===== config.mk =====
export PLATFORM = sky130hd
export DESIGN_NAME = vlsu_load_top
export DESIGN_NICKNAME = d
export VERILOG_FILES = /design/src/vlsu_pkg.sv /design/src/cq_ptr.sv /design/src/flow_queue.sv /design/src/lane_shuffle.sv /design/src/seq_load.sv /design/src/vlsu_load_top.sv
export SDC_FILE = /design/constraint.sdc
export NUM_CORES = 1
export LEC_CHECK = 0
export BUFFER_PORTS_ARGS = -buffer_cell sky130_fd_sc_hd__buf_4
export CORE_AREA = 4 4 180 269
export DETAILED_ROUTE_END_ITERATION = 10
export DIE_AREA = 0 0 184 273
export GPL_TIMING_DRIVEN = 0
export PLACE_DENSITY = 0.61
export SKIP_LAST_GASP = 1
export SLEW_MARGIN = 5
export SYNTH_ARGS = -nofsm -noshare
export SYNTH_HDL_FRONTEND = slang
export SYNTH_SLANG_ARGS = --single-unit

===== constraint.sdc =====
create_clock -name clk_i -period 7.6 [get_ports clk_i]
set_input_delay 1.52 -clock clk_i [delete_from_list [all_inputs] [get_ports clk_i]]
set_output_delay 1.52 -clock clk_i [all_outputs]
set_load 0.02 [all_outputs]

===== src/vlsu_pkg.sv =====
// ===================================================================
// VLSU load path definitions
// Lane and buffer sizing, element width codes and request metadata
// ===================================================================

`default_nettype none

package vlsu_pkg;

  // Bits held per lane in one staging buffer
  localparam int unsigned LaneWidth = 32;

  // Largest lane count the metadata pointer can address
  localparam int unsigned MaxNrLanes    = 8;
  localparam int unsigned MaxBufNibbles = MaxNrLanes * LaneWidth / 4;
  localparam int unsigned NbPtrWidth    = $clog2(MaxBufNibbles);

  // Width of the remaining-beat count on the txn channel
  localparam int unsigned BeatCntWidth = 8;

  typedef enum logic [1:0] {
    EW8  = 2'd0,
    EW16 = 2'd1,
    EW32 = 2'd2
  } eew_e;

  // Per-request metadata, popped once at the start of a load
  typedef struct packed {
    logic [NbPtrWidth-1:0] nb_ptr;
    eew_e                  eew;
  } seq_info_t;

endpackage

`default_nettype wire


===== src/cq_ptr.sv =====
// ===================================================================
// Circular queue pointer
// Index that wraps at ENTRIES, with a flag toggled on every wrap
// ===================================================================

`timescale 1ns/100ps
`default_nettype none

module cq_ptr #(
  parameter  int unsigned ENTRIES = 2,
  localparam int unsigned PtrW    = (ENTRIES > 1) ? $clog2(ENTRIES) : 1
) (
  input  wire logic            clk_i,
  input  wire logic            rst_ni,
  input  wire logic            inc_i,
  output logic                 flag_o,
  output logic [PtrW-1:0]      value_o
);

  logic at_end;

  assign at_end = (value_o == PtrW'(ENTRIES - 1));

  always_ff @(posedge clk_i or negedge rst_ni) begin
    if (!rst_ni) begin
      flag_o  <= 1'b0;
      value_o <= '0;
    end else if (inc_i) begin
      if (at_end) begin
        // Wrap around and flip the lap flag
        flag_o  <= ~flag_o;
        value_o <= '0;
      end else begin
        value_o <= value_o + 1'b1;
      end
    end
  end

  a_value_in_range: assert property (@(posedge clk_i) disable iff (!rst_ni)
    value_o < ENTRIES)
    else $error("cq_ptr value out of range");

endmodule

`default_nettype wire


===== src/flow_queue.sv =====
// ===================================================================
// Flow-through FIFO
// Valid/ready queue that passes an enqueue straight out when empty
// ===================================================================

`timescale 1ns/100ps
`default_nettype none

module flow_queue #(
  parameter  type         T     = logic,
  parameter  int unsigned DEPTH = 1,
  localparam int unsigned PtrW  = (DEPTH > 1) ? $clog2(DEPTH) : 1
) (
  input  wire logic clk_i,
  input  wire logic rst_ni,
  input  wire logic enq_valid_i,
  input  wire T     enq_bits_i,
  output logic      enq_ready_o,
  output logic      deq_valid_o,
  output T          deq_bits_o,
  input  wire logic deq_ready_i
);

  T                mem_q [DEPTH];
  logic            enq_flag, deq_flag;
  logic [PtrW-1:0] enq_idx, deq_idx;
  logic            empty, full;
  logic            do_enq, do_deq;

  cq_ptr #(.ENTRIES(DEPTH)) u_enq_ptr (
    .clk_i  (clk_i),
    .rst_ni (rst_ni),
    .inc_i  (do_enq),
    .flag_o (enq_flag),
    .value_o(enq_idx)
  );

  cq_ptr #(.ENTRIES(DEPTH)) u_deq_ptr (
    .clk_i  (clk_i),
    .rst_ni (rst_ni),
    .inc_i  (do_deq),
    .flag_o (deq_flag),
    .value_o(deq_idx)
  );

  assign empty = (enq_idx == deq_idx) && (enq_flag == deq_flag);
  assign full  = (enq_idx == deq_idx) && (enq_flag != deq_flag);

  assign enq_ready_o = !full;
  assign deq_valid_o = !empty || enq_valid_i;
  assign deq_bits_o  = empty ? enq_bits_i : mem_q[deq_idx];

  // A same-cycle pass-through never touches storage
  assign do_enq = enq_valid_i && enq_ready_o && !(empty && deq_ready_i);
  assign do_deq = deq_ready_i && !empty;

  always_ff @(posedge clk_i) begin
    if (do_enq) begin
      mem_q[enq_idx] <= enq_bits_i;
    end
  end

  a_no_deq_when_empty: assert property (@(posedge clk_i) disable iff (!rst_ni)
    deq_ready_i |-> deq_valid_o)
    else $error("flow_queue dequeue while empty");

endmodule

`default_nettype wire


===== src/lane_shuffle.sv =====
// ===================================================================
// Lane shuffle stage
// Registers one staging buffer spread element-wise over the lanes
// ===================================================================

`timescale 1ns/100ps
`default_nettype none

module lane_shuffle import vlsu_pkg::*; #(
  parameter  int unsigned NrLanes   = 2,
  localparam int unsigned BufNb     = NrLanes * LaneWidth / 4,
  localparam int unsigned BufBytes  = BufNb / 2,
  localparam int unsigned LaneBytes = LaneWidth / 8
) (
  input  wire logic                         clk_i,
  input  wire logic                         rst_ni,
  input  wire logic                         buf_valid_i,
  input  wire logic [BufNb*4-1:0]           buf_nb_i,
  input  wire logic [BufNb-1:0]             buf_en_i,
  input  wire eew_e                         buf_eew_i,
  output logic                              buf_ready_o,
  output logic                              lane_valid_o,
  output logic [NrLanes*LaneWidth-1:0]      lane_data_o,
  output logic [NrLanes*LaneBytes-1:0]      lane_be_o,
  input  wire logic                         lane_ready_i
);

  logic [NrLanes*LaneWidth-1:0] shuf_data;
  logic [NrLanes*LaneBytes-1:0] shuf_be;
  logic                         load;

  // Element k goes to lane k mod NrLanes at slot k div NrLanes
  function automatic int unsigned dest_byte(input int unsigned b, input int unsigned w);
    int unsigned k;
    k = b / w;
    return (k % NrLanes) * LaneBytes + (k / NrLanes) * w + (b % w);
  endfunction

  always_comb begin
    int unsigned d;
    shuf_data = '0;
    shuf_be   = '0;
    for (int unsigned b = 0; b < BufBytes; b++) begin
      case (buf_eew_i)
        EW16:    d = dest_byte(b, 2);
        EW32:    d = dest_byte(b, 4);
        default: d = dest_byte(b, 1);
      endcase
      shuf_data[d*8 +: 8] = buf_nb_i[b*8 +: 8];
      // Either nibble present marks the byte
      shuf_be[d] = buf_en_i[2*b] | buf_en_i[2*b+1];
    end
  end

  // Take a new buffer when empty or when the held one leaves
  assign buf_ready_o = !lane_valid_o || lane_ready_i;
  assign load        = buf_valid_i && buf_ready_o;

  always_ff @(posedge clk_i or negedge rst_ni) begin
    if (!rst_ni) begin
      lane_valid_o <= 1'b0;
    end else if (buf_ready_o) begin
      lane_valid_o <= buf_valid_i;
    end
  end

  always_ff @(posedge clk_i) begin
    if (load) begin
      lane_data_o <= shuf_data;
      lane_be_o   <= shuf_be;
    end
  end

endmodule

`default_nettype wire


===== src/seq_load.sv =====
// ===================================================================
// Sequential load controller
// Packs trimmed R beats nibble by nibble into a ping-pong staging
// buffer and hands full or final buffers to the shuffle stage
// ===================================================================

`timescale 1ns/100ps
`default_nettype none

module seq_load import vlsu_pkg::*; #(
  parameter  int unsigned NrLanes      = 2,
  parameter  int unsigned AxiDataWidth = 32,
  localparam int unsigned BusNb        = AxiDataWidth / 4,
  localparam int unsigned BusNbW       = $clog2(BusNb),
  localparam int unsigned BufNb        = NrLanes * LaneWidth / 4,
  localparam int unsigned BufPtrW      = $clog2(BufNb)
) (
  input  wire logic                    clk_i,
  input  wire logic                    rst_ni,
  // R channel
  input  wire logic                    r_valid_i,
  input  wire logic [AxiDataWidth-1:0] r_data_i,
  output logic                         r_ready_o,
  // Transaction control, one entry per beat
  input  wire logic                    txn_valid_i,
  input  wire logic                    txn_is_head_i,
  input  wire logic [BusNbW-1:0]       txn_addr_off_i,
  input  wire logic [BusNbW:0]         txn_lbn_i,
  input  wire logic [BeatCntWidth-1:0] txn_rmn_beat_i,
  input  wire logic                    txn_final_i,
  output logic                         txn_ready_o,
  // Request metadata
  input  wire logic                    info_valid_i,
  input  wire seq_info_t               info_i,
  output logic                         info_ready_o,
  // Staging buffer out
  output logic                         buf_valid_o,
  output logic [BufNb*4-1:0]           buf_nb_o,
  output logic [BufNb-1:0]             buf_en_o,
  output eew_e                         buf_eew_o,
  input  wire logic                    buf_ready_i
);

  // Wide enough for both bus and buffer nibble counts
  localparam int unsigned CntW = ((BusNbW > BufPtrW) ? BusNbW : BufPtrW) + 1;

  typedef enum logic {
    S_IDLE,
    S_SERIAL
  } state_e;

  state_e               state_q, state_d;
  logic [BusNbW-1:0]    bus_cnt_q, bus_cnt_d;
  logic [BufPtrW-1:0]   buf_ptr_q, buf_ptr_d;
  eew_e                 eew_q, eew_d;

  // Ping-pong staging entries
  logic [BufNb*4-1:0]   nb_q [2];
  logic [BufNb*4-1:0]   nb_d [2];
  logic [BufNb-1:0]     en_q [2];
  logic [BufNb-1:0]     en_d [2];
  eew_e                 beew_q [2];
  eew_e                 beew_d [2];

  logic                 enq_flag, deq_flag;
  logic                 enq_idx, deq_idx;
  logic                 buf_enq, buf_deq;
  logic                 buf_empty, buf_full;

  logic                 is_last, do_cmt, overflow, beat_ack;
  logic [CntW-1:0]      lower_nb, upper_nb, bus_nb, free_nb, n_cmt;

  cq_ptr #(.ENTRIES(2)) u_enq_ptr (
    .clk_i  (clk_i),
    .rst_ni (rst_ni),
    .inc_i  (buf_enq),
    .flag_o (enq_flag),
    .value_o(enq_idx)
  );

  cq_ptr #(.ENTRIES(2)) u_deq_ptr (
    .clk_i  (clk_i),
    .rst_ni (rst_ni),
    .inc_i  (buf_deq),
    .flag_o (deq_flag),
    .value_o(deq_idx)
  );

  assign buf_empty = (enq_idx == deq_idx) && (enq_flag == deq_flag);
  assign buf_full  = (enq_idx == deq_idx) && (enq_flag != deq_flag);

  // ================================================================
  // Beat trimming and free space
  // ================================================================
  assign is_last  = txn_final_i && (txn_rmn_beat_i == '0);
  assign lower_nb = txn_is_head_i ? CntW'(txn_addr_off_i) : '0;
  assign upper_nb = is_last ? CntW'(txn_lbn_i) : CntW'(BusNb);
  // Nibbles of this beat not yet committed
  assign bus_nb   = upper_nb - lower_nb - CntW'(bus_cnt_q);
  assign free_nb  = CntW'(BufNb) - CntW'(buf_ptr_q);
  assign overflow = bus_nb > free_nb;
  assign n_cmt    = overflow ? free_nb : bus_nb;
  assign do_cmt   = (state_q == S_SERIAL) && r_valid_i && txn_valid_i && !buf_full;

  assign r_ready_o   = beat_ack;
  assign txn_ready_o = beat_ack;

  // ================================================================
  // FSM and buffer update
  // ================================================================
  always_comb begin
    int unsigned lo;
    int unsigned hi;
    int unsigned src;
    state_d      = state_q;
    bus_cnt_d    = bus_cnt_q;
    buf_ptr_d    = buf_ptr_q;
    eew_d        = eew_q;
    nb_d         = nb_q;
    en_d         = en_q;
    beew_d       = beew_q;
    info_ready_o = 1'b0;
    beat_ack     = 1'b0;
    buf_enq      = 1'b0;
    lo           = buf_ptr_q;
    hi           = lo + n_cmt;

    case (state_q)
      S_IDLE: begin
        // Start a request once a beat and its metadata are both here
        if (txn_valid_i && info_valid_i) begin
          info_ready_o = 1'b1;
          buf_ptr_d    = info_i.nb_ptr[BufPtrW-1:0];
          eew_d        = info_i.eew;
          bus_cnt_d    = '0;
          state_d      = S_SERIAL;
        end
      end
      S_SERIAL: begin
        if (do_cmt) begin
          if (overflow) begin
            // Fill the rest of this entry, keep the beat for the next one
            bus_cnt_d = bus_cnt_q + BusNbW'(free_nb);
            buf_ptr_d = '0;
            buf_enq   = 1'b1;
          end else begin
            beat_ack  = 1'b1;
            bus_cnt_d = '0;
            buf_ptr_d = buf_ptr_q + BufPtrW'(n_cmt);
            if ((n_cmt == free_nb) || is_last) begin
              buf_enq   = 1'b1;
              buf_ptr_d = '0;
            end
            if (is_last) begin
              state_d = S_IDLE;
            end
          end
        end
      end
      default: state_d = S_IDLE;
    endcase

    // Dequeued entry never aliases the one being filled
    if (buf_deq) begin
      nb_d[deq_idx] = '0;
      en_d[deq_idx] = '0;
    end

    if (do_cmt) begin
      beew_d[enq_idx] = eew_q;
      for (int unsigned i = 0; i < BufNb; i++) begin
        if ((i >= lo) && (i < hi)) begin
          src = i - lo + lower_nb + bus_cnt_q;
          nb_d[enq_idx][i*4 +: 4] = r_data_i[src*4 +: 4];
          en_d[enq_idx][i]        = 1'b1;
        end
      end
    end
  end

  always_ff @(posedge clk_i or negedge rst_ni) begin
    if (!rst_ni) begin
      state_q   <= S_IDLE;
      bus_cnt_q <= '0;
      buf_ptr_q <= '0;
      eew_q     <= EW8;
      nb_q      <= '{default: '0};
      en_q      <= '{default: '0};
      beew_q    <= '{default: EW8};
    end else begin
      state_q   <= state_d;
      bus_cnt_q <= bus_cnt_d;
      buf_ptr_q <= buf_ptr_d;
      eew_q     <= eew_d;
      nb_q      <= nb_d;
      en_q      <= en_d;
      beew_q    <= beew_d;
    end
  end

  // ================================================================
  // Buffer dequeue side
  // ================================================================
  assign buf_valid_o = !buf_empty;
  assign buf_nb_o    = nb_q[deq_idx];
  assign buf_en_o    = en_q[deq_idx];
  assign buf_eew_o   = beew_q[deq_idx];
  assign buf_deq     = buf_valid_o && buf_ready_i;

  // Trim bounds from the txn channel must describe a real range
  a_beat_in_bus: assert property (@(posedge clk_i) disable iff (!rst_ni)
    do_cmt |-> (lower_nb + CntW'(bus_cnt_q) <= upper_nb) && (bus_nb <= CntW'(BusNb)))
    else $error("seq_load beat range exceeds bus width");

  a_free_in_buf: assert property (@(posedge clk_i) disable iff (!rst_ni)
    free_nb <= CntW'(BufNb))
    else $error("seq_load free space exceeds buffer size");

endmodule

`default_nettype wire


===== src/vlsu_load_top.sv =====
// ===================================================================
// VLSU load data path top
// Metadata queue, sequential loader and lane shuffle stage
// ===================================================================

`timescale 1ns/100ps
`default_nettype none

module vlsu_load_top import vlsu_pkg::*; #(
  parameter  int unsigned NrLanes      = 2,
  parameter  int unsigned AxiDataWidth = 32,
  localparam int unsigned BusNbW       = $clog2(AxiDataWidth / 4),
  localparam int unsigned BufNb        = NrLanes * LaneWidth / 4
) (
  input  wire logic                         clk_i,
  input  wire logic                         rst_ni,
  // Metadata
  input  wire logic                         meta_valid_i,
  output logic                              meta_ready_o,
  input  wire logic [NbPtrWidth-1:0]        meta_nb_ptr_i,
  input  wire eew_e                         meta_eew_i,
  // R channel
  input  wire logic                         r_valid_i,
  output logic                              r_ready_o,
  input  wire logic [AxiDataWidth-1:0]      r_data_i,
  // Transaction control
  input  wire logic                         txn_valid_i,
  output logic                              txn_ready_o,
  input  wire logic                         txn_is_head_i,
  input  wire logic [BusNbW-1:0]            txn_addr_off_i,
  input  wire logic [BusNbW:0]              txn_lbn_i,
  input  wire logic [BeatCntWidth-1:0]      txn_rmn_beat_i,
  input  wire logic                         txn_final_i,
  // Lane output
  output logic                              lane_valid_o,
  input  wire logic                         lane_ready_i,
  output logic [NrLanes*LaneWidth-1:0]      lane_data_o,
  output logic [NrLanes*LaneWidth/8-1:0]    lane_be_o
);

  seq_info_t          meta_bits, info_bits;
  logic               info_valid, info_ready;
  logic               buf_valid, buf_ready;
  logic [BufNb*4-1:0] buf_nb;
  logic [BufNb-1:0]   buf_en;
  eew_e               buf_eew;

  assign meta_bits = '{nb_ptr: meta_nb_ptr_i, eew: meta_eew_i};

  flow_queue #(.T(seq_info_t), .DEPTH(1)) u_meta_q (
    .clk_i      (clk_i),
    .rst_ni     (rst_ni),
    .enq_valid_i(meta_valid_i),
    .enq_bits_i (meta_bits),
    .enq_ready_o(meta_ready_o),
    .deq_valid_o(info_valid),
    .deq_bits_o (info_bits),
    .deq_ready_i(info_ready)
  );

  seq_load #(.NrLanes(NrLanes), .AxiDataWidth(AxiDataWidth)) u_seq_load (
    .clk_i         (clk_i),
    .rst_ni        (rst_ni),
    .r_valid_i     (r_valid_i),
    .r_data_i      (r_data_i),
    .r_ready_o     (r_ready_o),
    .txn_valid_i   (txn_valid_i),
    .txn_is_head_i (txn_is_head_i),
    .txn_addr_off_i(txn_addr_off_i),
    .txn_lbn_i     (txn_lbn_i),
    .txn_rmn_beat_i(txn_rmn_beat_i),
    .txn_final_i   (txn_final_i),
    .txn_ready_o   (txn_ready_o),
    .info_valid_i  (info_valid),
    .info_i        (info_bits),
    .info_ready_o  (info_ready),
    .buf_valid_o   (buf_valid),
    .buf_nb_o      (buf_nb),
    .buf_en_o      (buf_en),
    .buf_eew_o     (buf_eew),
    .buf_ready_i   (buf_ready)
  );

  lane_shuffle #(.NrLanes(NrLanes)) u_lane_shuffle (
    .clk_i       (clk_i),
    .rst_ni      (rst_ni),
    .buf_valid_i (buf_valid),
    .buf_nb_i    (buf_nb),
    .buf_en_i    (buf_en),
    .buf_eew_i   (buf_eew),
    .buf_ready_o (buf_ready),
    .lane_valid_o(lane_valid_o),
    .lane_data_o (lane_data_o),
    .lane_be_o   (lane_be_o),
    .lane_ready_i(lane_ready_i)
  );

endmodule

`default_nettype wire


==> flow_summary.ini, run 1 <==
[min_path]
hold_start = u_seq_load.en_q[11]
hold-path-cell-count = 2
hp-class = reg2reg
hold_end = u_seq_load.en_q[11]

[logic_synthesis]
syn_nets = 1694
yosys_warnings = 0
synth_area_leaders = dfrtp_1, edfxtp_1, mux2i_1
synth_top_cell_area_share = 0.285
syn_inst = 1540
syn_area_um2 = 15900
synth.avg_cell_area_um2 = 10.3
synth-edff-count = 78
async_flop_share = 0.699
ys_ff_latch = 259
synth_ff_type = dfrtp_1
yosys.area.top_type = dfrtp_1
yosysUniqueCellTypes = 68
ys_seq_area_frac = 0.432

[worst_setup_path]
r2r_setup_slack_ps = 1600
path_class = in2reg
rr_endpoint = u_seq_load.nb_q[106]
cp.arrival_ps = 7580
r2r-start = u_seq_load.bus_cnt_q[2]
path_max_fanout = 10
endpoint_kind = register
start_kind = input port
r2r_cells = 23
required_ps = 8060

[clock_network]
numClockSinks = 259
cts_buffers = 25
clk_pin_slew_worst_paths_ps = 70
cts_tree = yes
ctsHoldBuffers = 0
root_buffer = clkbuf_16
ctsHtreeMaxLevel = 1
clk_path_buf_depth = 3
clock_latency_ps = 540

[die]
die_w_um = 184
die_h_um = 273
start_util = 0.347
num_rows = 96
io_pins = 139
design.die.area_um2 = 50200
placeableCoreArea_um2 = 45900

[global_route]
grt_overflow_total = 0
track_usage = 0.196
grt_max_degree = 104
grt_first_pass_wirelength_um = 75400
antenna_found_initial = 1
first_global_vias = 12594

[layout]
nets = 1861
layout_common_cells = nand2_1, dfrtp_1, mux2i_1
nFillCells = 4504
final_area_um2 = 18600
layout_commonest_cell = nand2_1
drive_gt1_frac = 0.179
diodes = 0
finalCoreUtilization = 0.406
area_growth_syn_to_layout_pct = 17.0

[placement]
place.gp.congestion = 0.903
port_buffers = 136
dp_hpwl_um = 40600
dpl_cell_area_um2 = 17800

[sta]
final_hold_viol_count = 0
worstMarginPinSlew_ps = 1060
layout_min_cycle_time_ps = 7130
fin_skew_ps = 13.1
final-setup-viol-count = 0
post-route-period-util = 0.938
drv_slew = 0
max_slew_margin = 0.292
fmax_ghz = 0.140

[run]
drv_cap = 0

[routing]
drt_iter0_markers = 817
drc_errors = 0
dr_total_vias = 12287
drtAntennaViolNets = 0
postRouteWirelength_um = 50100
viasPerCell = 5.31
wl_per_cell_um = 21.6
dr.pass1.iters = 7

[status]
outcome = complete, no violations
## state kept, by name, indices dropped and copies added (netlist names)
name                          cells
u_meta_q.mem_q                    6
u_meta_q.u_enq_ptr.flag_o         1
u_seq_load.state_q                1
u_seq_load.u_deq_ptr.value_o      1
u_seq_load.u_enq_ptr.flag_o       1
u_seq_load.bus_cnt_q              3
u_lane_shuffle.lane_valid_o       1
u_lane_shuffle.lane_be_o          8
u_seq_load.nb_q                 128
u_seq_load.u_enq_ptr.value_o      1
u_meta_q.u_deq_ptr.flag_o         1
u_seq_load.en_q                  32
u_seq_load.u_deq_ptr.flag_o       1
u_seq_load.eew_q                  2
u_seq_load.beew_q                 4
u_lane_shuffle.lane_data_o       64
u_seq_load.buf_ptr_q              4
## area by class of cell
cell class                 count  area [um2]  share of cell area
multi-input combinational   1134        8520               0.458
sequential                   259        6870               0.369
timing repair buffer         140        1100              0.0593
tap                          588         736              0.0395
clock buffer                  31         679              0.0365
buffer                        74         309              0.0166
inverter                      73         274              0.0147
clock inverter                14         114             0.00612
## worst max-delay path by stage
| stage | from | to | slack [ps] | cells past startpoint |
|---|---|---|---|---|
| after global routing | txn_rmn_beat_i[4] | u_seq_load.nb_q[105] | -6 | 27 |
| after global placement | lane_ready_i | u_seq_load.nb_q[59] | -1810 | 7 |
| after floorplan | txn_rmn_beat_i[4] | u_seq_load.nb_q[114] | 550 | 25 |
| after detailed placement | txn_rmn_beat_i[4] | u_seq_load.nb_q[41] | -1340 | 27 |
| final | txn_rmn_beat_i[4] | u_seq_load.nb_q[106] | 470 | 27 |
| after CTS | txn_rmn_beat_i[4] | u_seq_load.nb_q[36] | 4 | 26 |
## through the flow
step | instances | TNS (ps) | setup WS, ps | hold WS, ps
after detailed placement | 2267 | -123590 | -1340 | 455
after global placement | 2264 | -243830 | -1810 | 454
after global routing | 2313 | -8.47 | -6.46 | 498
final | 2313 | 0 | 471 | 469
after floorplan | 1540 | 0 | 547 | 439
after CTS | 2312 | 0 | 4.23 | 472
## Yosys cell counts (13+ instances only)
library cell	count
a21o_1	14
a21oi_1	72
clkbuf_1	51
dfrtp_1	181
edfxtp_1	78
fa_1	27
ha_1	64
inv_1	70
mux2_2	48
mux2i_1	170
mux4_2	32
nand2_1	309
nand2b_1	18
nand3_1	35
nor2_1	59
nor3_1	18
o21ai_0	51
o21ai_1	13
o22ai_1	40
xnor2_1	21
## worst max-delay path, cell delays in order
cell,delay (ps)
buf_4,110
nor4b_1,360
nand2_1,150
nor4_4,280
and2_1,190
fa_1,410
ha_1,350
o21ai_0,170
nand2_1,120
xor2_1,240
ha_1,290
and3_1,200
o21a_1,140
o21ai_4,250
nand2_1,90
o21ai_0,90
ha_1,250
inv_1,80
fa_2,380
buf_2,200
and3_1,160
a211oi_1,260
nand3_1,110
nor3_1,210
o21bai_2,170
o21ai_2,510
mux2i_1,270
## routing by layer
| metal | share of wire | global-route usage |
|---|---|---|
| met2 | 0.53 | 0.367 |
| met4 | 0.066 | 0.108 |
| met3 | 0.041 | 0.0229 |
| met5 | 0.00040 | 0 |
| met1 | 0.37 | 0.210 |
## cells by family (layout without fill, tap and decap cells)
group	after synthesis	in the layout	synth area share
buffers and inverters	147	332	0.0367
adder cells (fa/ha/maj)	91	91	0.0843
flip-flops	259	259	0.432
multiplexers	250	250	0.186
AND/OR/NAND/NOR	500	500	0.138
AO/OA/AOI/OAI	260	260	0.105
XOR/XNOR	33	33	0.0182
## timing repair
action / 4_1_cts / 5_1_grt
endpoints found under the hold margin: 0 / 0
setup buffers: 0 / 1
pin swaps: 0 / 1
setup endpoints to repair: 148 / 154
resized for setup: 5 / 7
gates cloned: 0 / 0
Power of run 1 is not shown: default switching activity piles up to over one toggle a cycle in this logic, so the estimate is an artifact.
==> run 2, diff against run 1 <==
--- a/config.mk
+++ b/config.mk
@@ -6,13 +6,14 @@
 export NUM_CORES = 1
 export LEC_CHECK = 0
 export BUFFER_PORTS_ARGS = -buffer_cell sky130_fd_sc_hd__buf_4
-export CORE_AREA = 4 4 180 269
+export CORE_AREA = 4 4 182 272
 export DETAILED_ROUTE_END_ITERATION = 10
-export DIE_AREA = 0 0 184 273
+export DIE_AREA = 0 0 186 276
 export GPL_TIMING_DRIVEN = 0
 export PLACE_DENSITY = 0.61
 export SKIP_LAST_GASP = 1
 export SLEW_MARGIN = 5
 export SYNTH_ARGS = -nofsm -noshare
 export SYNTH_HDL_FRONTEND = slang
+export SYNTH_HIERARCHICAL = 1
 export SYNTH_SLANG_ARGS = --single-unit
==> constraint.sdc (replaced) <==
create_clock -name clk_i -period 7.5 [get_ports clk_i]
set_input_delay 1.5 -clock clk_i [delete_from_list [all_inputs] [get_ports clk_i]]
set_output_delay 1.5 -clock clk_i [all_outputs]
set_load 0.02 [all_outputs]
==> run 2 against run 1 <==
Compared with the run above:
- area after synthesis increased by 2.0%
- final cell count decreased by 1.7%
- die area up 2.2%
- sequential share of layout area is 0.79 points lower
- register-to-register slack worse by 370 ps
- global-route usage rose by 0.38 points
- clock skew increased by 9.2 ps
- non-clock buffer count is 11 higher
- critical path depth down 3
- synthesized cell count shrank 3.6%
==> flow_summary.ini, run 2 <==
[sta]
max_slew_margin = 0.219
layout_min_cycle_time_ps = 7220
post-route-period-util = 0.963
worstMarginPinSlew_ps = 1170
final_hold_viol_count = 0
setup_slack_ps = 278
final-setup-viol-count = 0
rsz0062_at_grt = true
drv_slew = 0
hold_ws_ps = 474
fin_skew_ps = 22.4
fmax_ghz = 0.138

[worst_setup_path]
start_kind = input port
rr_endpoint = u_seq_load/nb_q[13]
r2r_cells = 20
r2r-start = u_seq_load/bus_cnt_q[2]
path_max_fanout = 10
path_class = in2reg
r2r_setup_slack_ps = 1230
endpoint_kind = register
required_ps = 7980
cp.arrival_ps = 7700

[placement]
dp.cells = 2223
place.gp.congestion = 0.946
place_ws_ps = -778
dp_hpwl_um = 41400
port_buffers = 136

[clock_network]
root_buffer = clkbuf_16
postCtsSetupBuffers = 0
cts_buffers = 27
clock_latency_ps = 560
ctsHtreeMaxLevel = 1
clk_path_buf_depth = 3
clk_pin_slew_worst_paths_ps = 60
numClockSinks = 259
cts_tree = yes

[layout]
largest_reg_flops = 128
nets = 1807
stdcell_count = 2273
layout_common_cells = nand2_1, dfrtp_1, buf_4
nFillCells = 4631
drive_gt1_frac = 0.233
top_register = u_seq_load/nb_q
area_growth_syn_to_layout_pct = 17.2
layout_commonest_cell = nand2_1
largestRegisters = u_seq_load/nb_q (128), u_lane_shuffle/lane_data_o (64), u_seq_load/en_q (32)
diodes = 0

[logic_synthesis]
syn_inst = 1485
yosys_warnings = 6
synth.avg_cell_area_um2 = 10.9
syn_area_um2 = 16200
syn_nets = 1640

[status]
outcome = complete, no violations

[die]
start_util = 0.343
num_rows = 98
die_w_um = 186
design.die.area_um2 = 51300
io_pins = 139
placeableCoreArea_um2 = 47300
die_h_um = 276

[min_path]
hold-path-cell-count = 1
hold_end = u_seq_load/en_q[1]
hold_start = u_seq_load/en_q[1]
hp-class = reg2reg

[routing]
drt_iter0_markers = 1120
viasPerCell = 5.52
drc_errors = 0
drtAntennaViolNets = 0
dr.pass1.iters = 5
wl_per_cell_um = 23.0
postRouteWirelength_um = 52400
dr_total_vias = 12545

[global_route]
grt_overflow_total = 0
grt_max_degree = 120
track_usage = 0.200
first_global_vias = 12778
grt_first_pass_wirelength_um = 78900
antenna_found_initial = 1

[run]
drv_cap = 0
==> run 2: cell type report <==
| cell class | count | area, um2 | area share |
|---|---|---|---|
| clock buffers | 41 | 822 | 0.0432 |
| inverters | 67 | 251 | 0.0132 |
| repair buffers | 138 | 1080 | 0.0570 |
| plain buffers | 87 | 412 | 0.0216 |
| clock inverters | 9 | 77.6 | 0.00408 |
| multi-input cells | 1072 | 8750 | 0.460 |
| well taps | 600 | 751 | 0.0395 |
| flip-flops and latches | 259 | 6870 | 0.361 |
==> run 2: critical path, stage by stage <==
cell and delay, ps:
buf_4 110, nor4_1 230, and4b_1 210, clkbuf_1 360
and2_1 210, fa_1 410, ha_1 380, nor2_1 220
nor2_1 90, xor2_1 240, ha_1 290, and3_1 200
o21a_1 140, o21ai_2 340, o21ai_0 150, ha_1 240
fa_1 450, a21o_1 240, a21oi_2 340, o2111a_1 400
buf_2 290, nand2_1 140, a31oi_2 380, o2bb2ai_1 150
==> run 2: metrics by stage <==
stage               area (um2)  TNS [ps]   util
floorplan                16200         0      -
global placement         18000    -49410  0.380
detailed placement       18100    -64260  0.382
CTS                      19000         0  0.401
global route             19000     -58.1  0.402
finish                   19000         0  0.402
==> run 2: metal layers <==
metal,wire length (um),vias to the layer above,GRT usage,share of wire
met1,20100,6234,0.238,0.38
met3,2490,116,0.0229,0.047
met2,26900,474,0.355,0.51
met5,20,-,0,0.00038
met4,2850,2,0.0907,0.054
li1,-,5719,-,-
==> run 2: worst max path at each step <==
stage / startpoint / end / slack (ps) / depth (start not counted)
6_report: txn_rmn_beat_i[2] / u_seq_load/nb_q[13] / 280 / 24
5_1_grt: txn_rmn_beat_i[2] / u_seq_load/nb_q[15] / -30 / 25
4_1_cts: txn_rmn_beat_i[2] / u_seq_load/nb_q[8] / 120 / 24
3_5_place_dp: txn_rmn_beat_i[2] / u_seq_load/nb_q[15] / -780 / 25
3_3_place_gp: txn_rmn_beat_i[2] / u_seq_load/nb_q[13] / -690 / 25
2_1_floorplan: txn_rmn_beat_i[2] / u_seq_load/nb_q[15] / 680 / 23
==> run 2: timing repair <==
| item | 4_1_cts | 5_1_grt |
|---|---|---|
| resized for setup | 2 | 9 |
| hold endpoints to repair | 0 | 0 |
| hold buffers | 0 | 0 |
| setup endpoints to repair | 34 | 63 |
Power of run 2 is left out for the same reason.
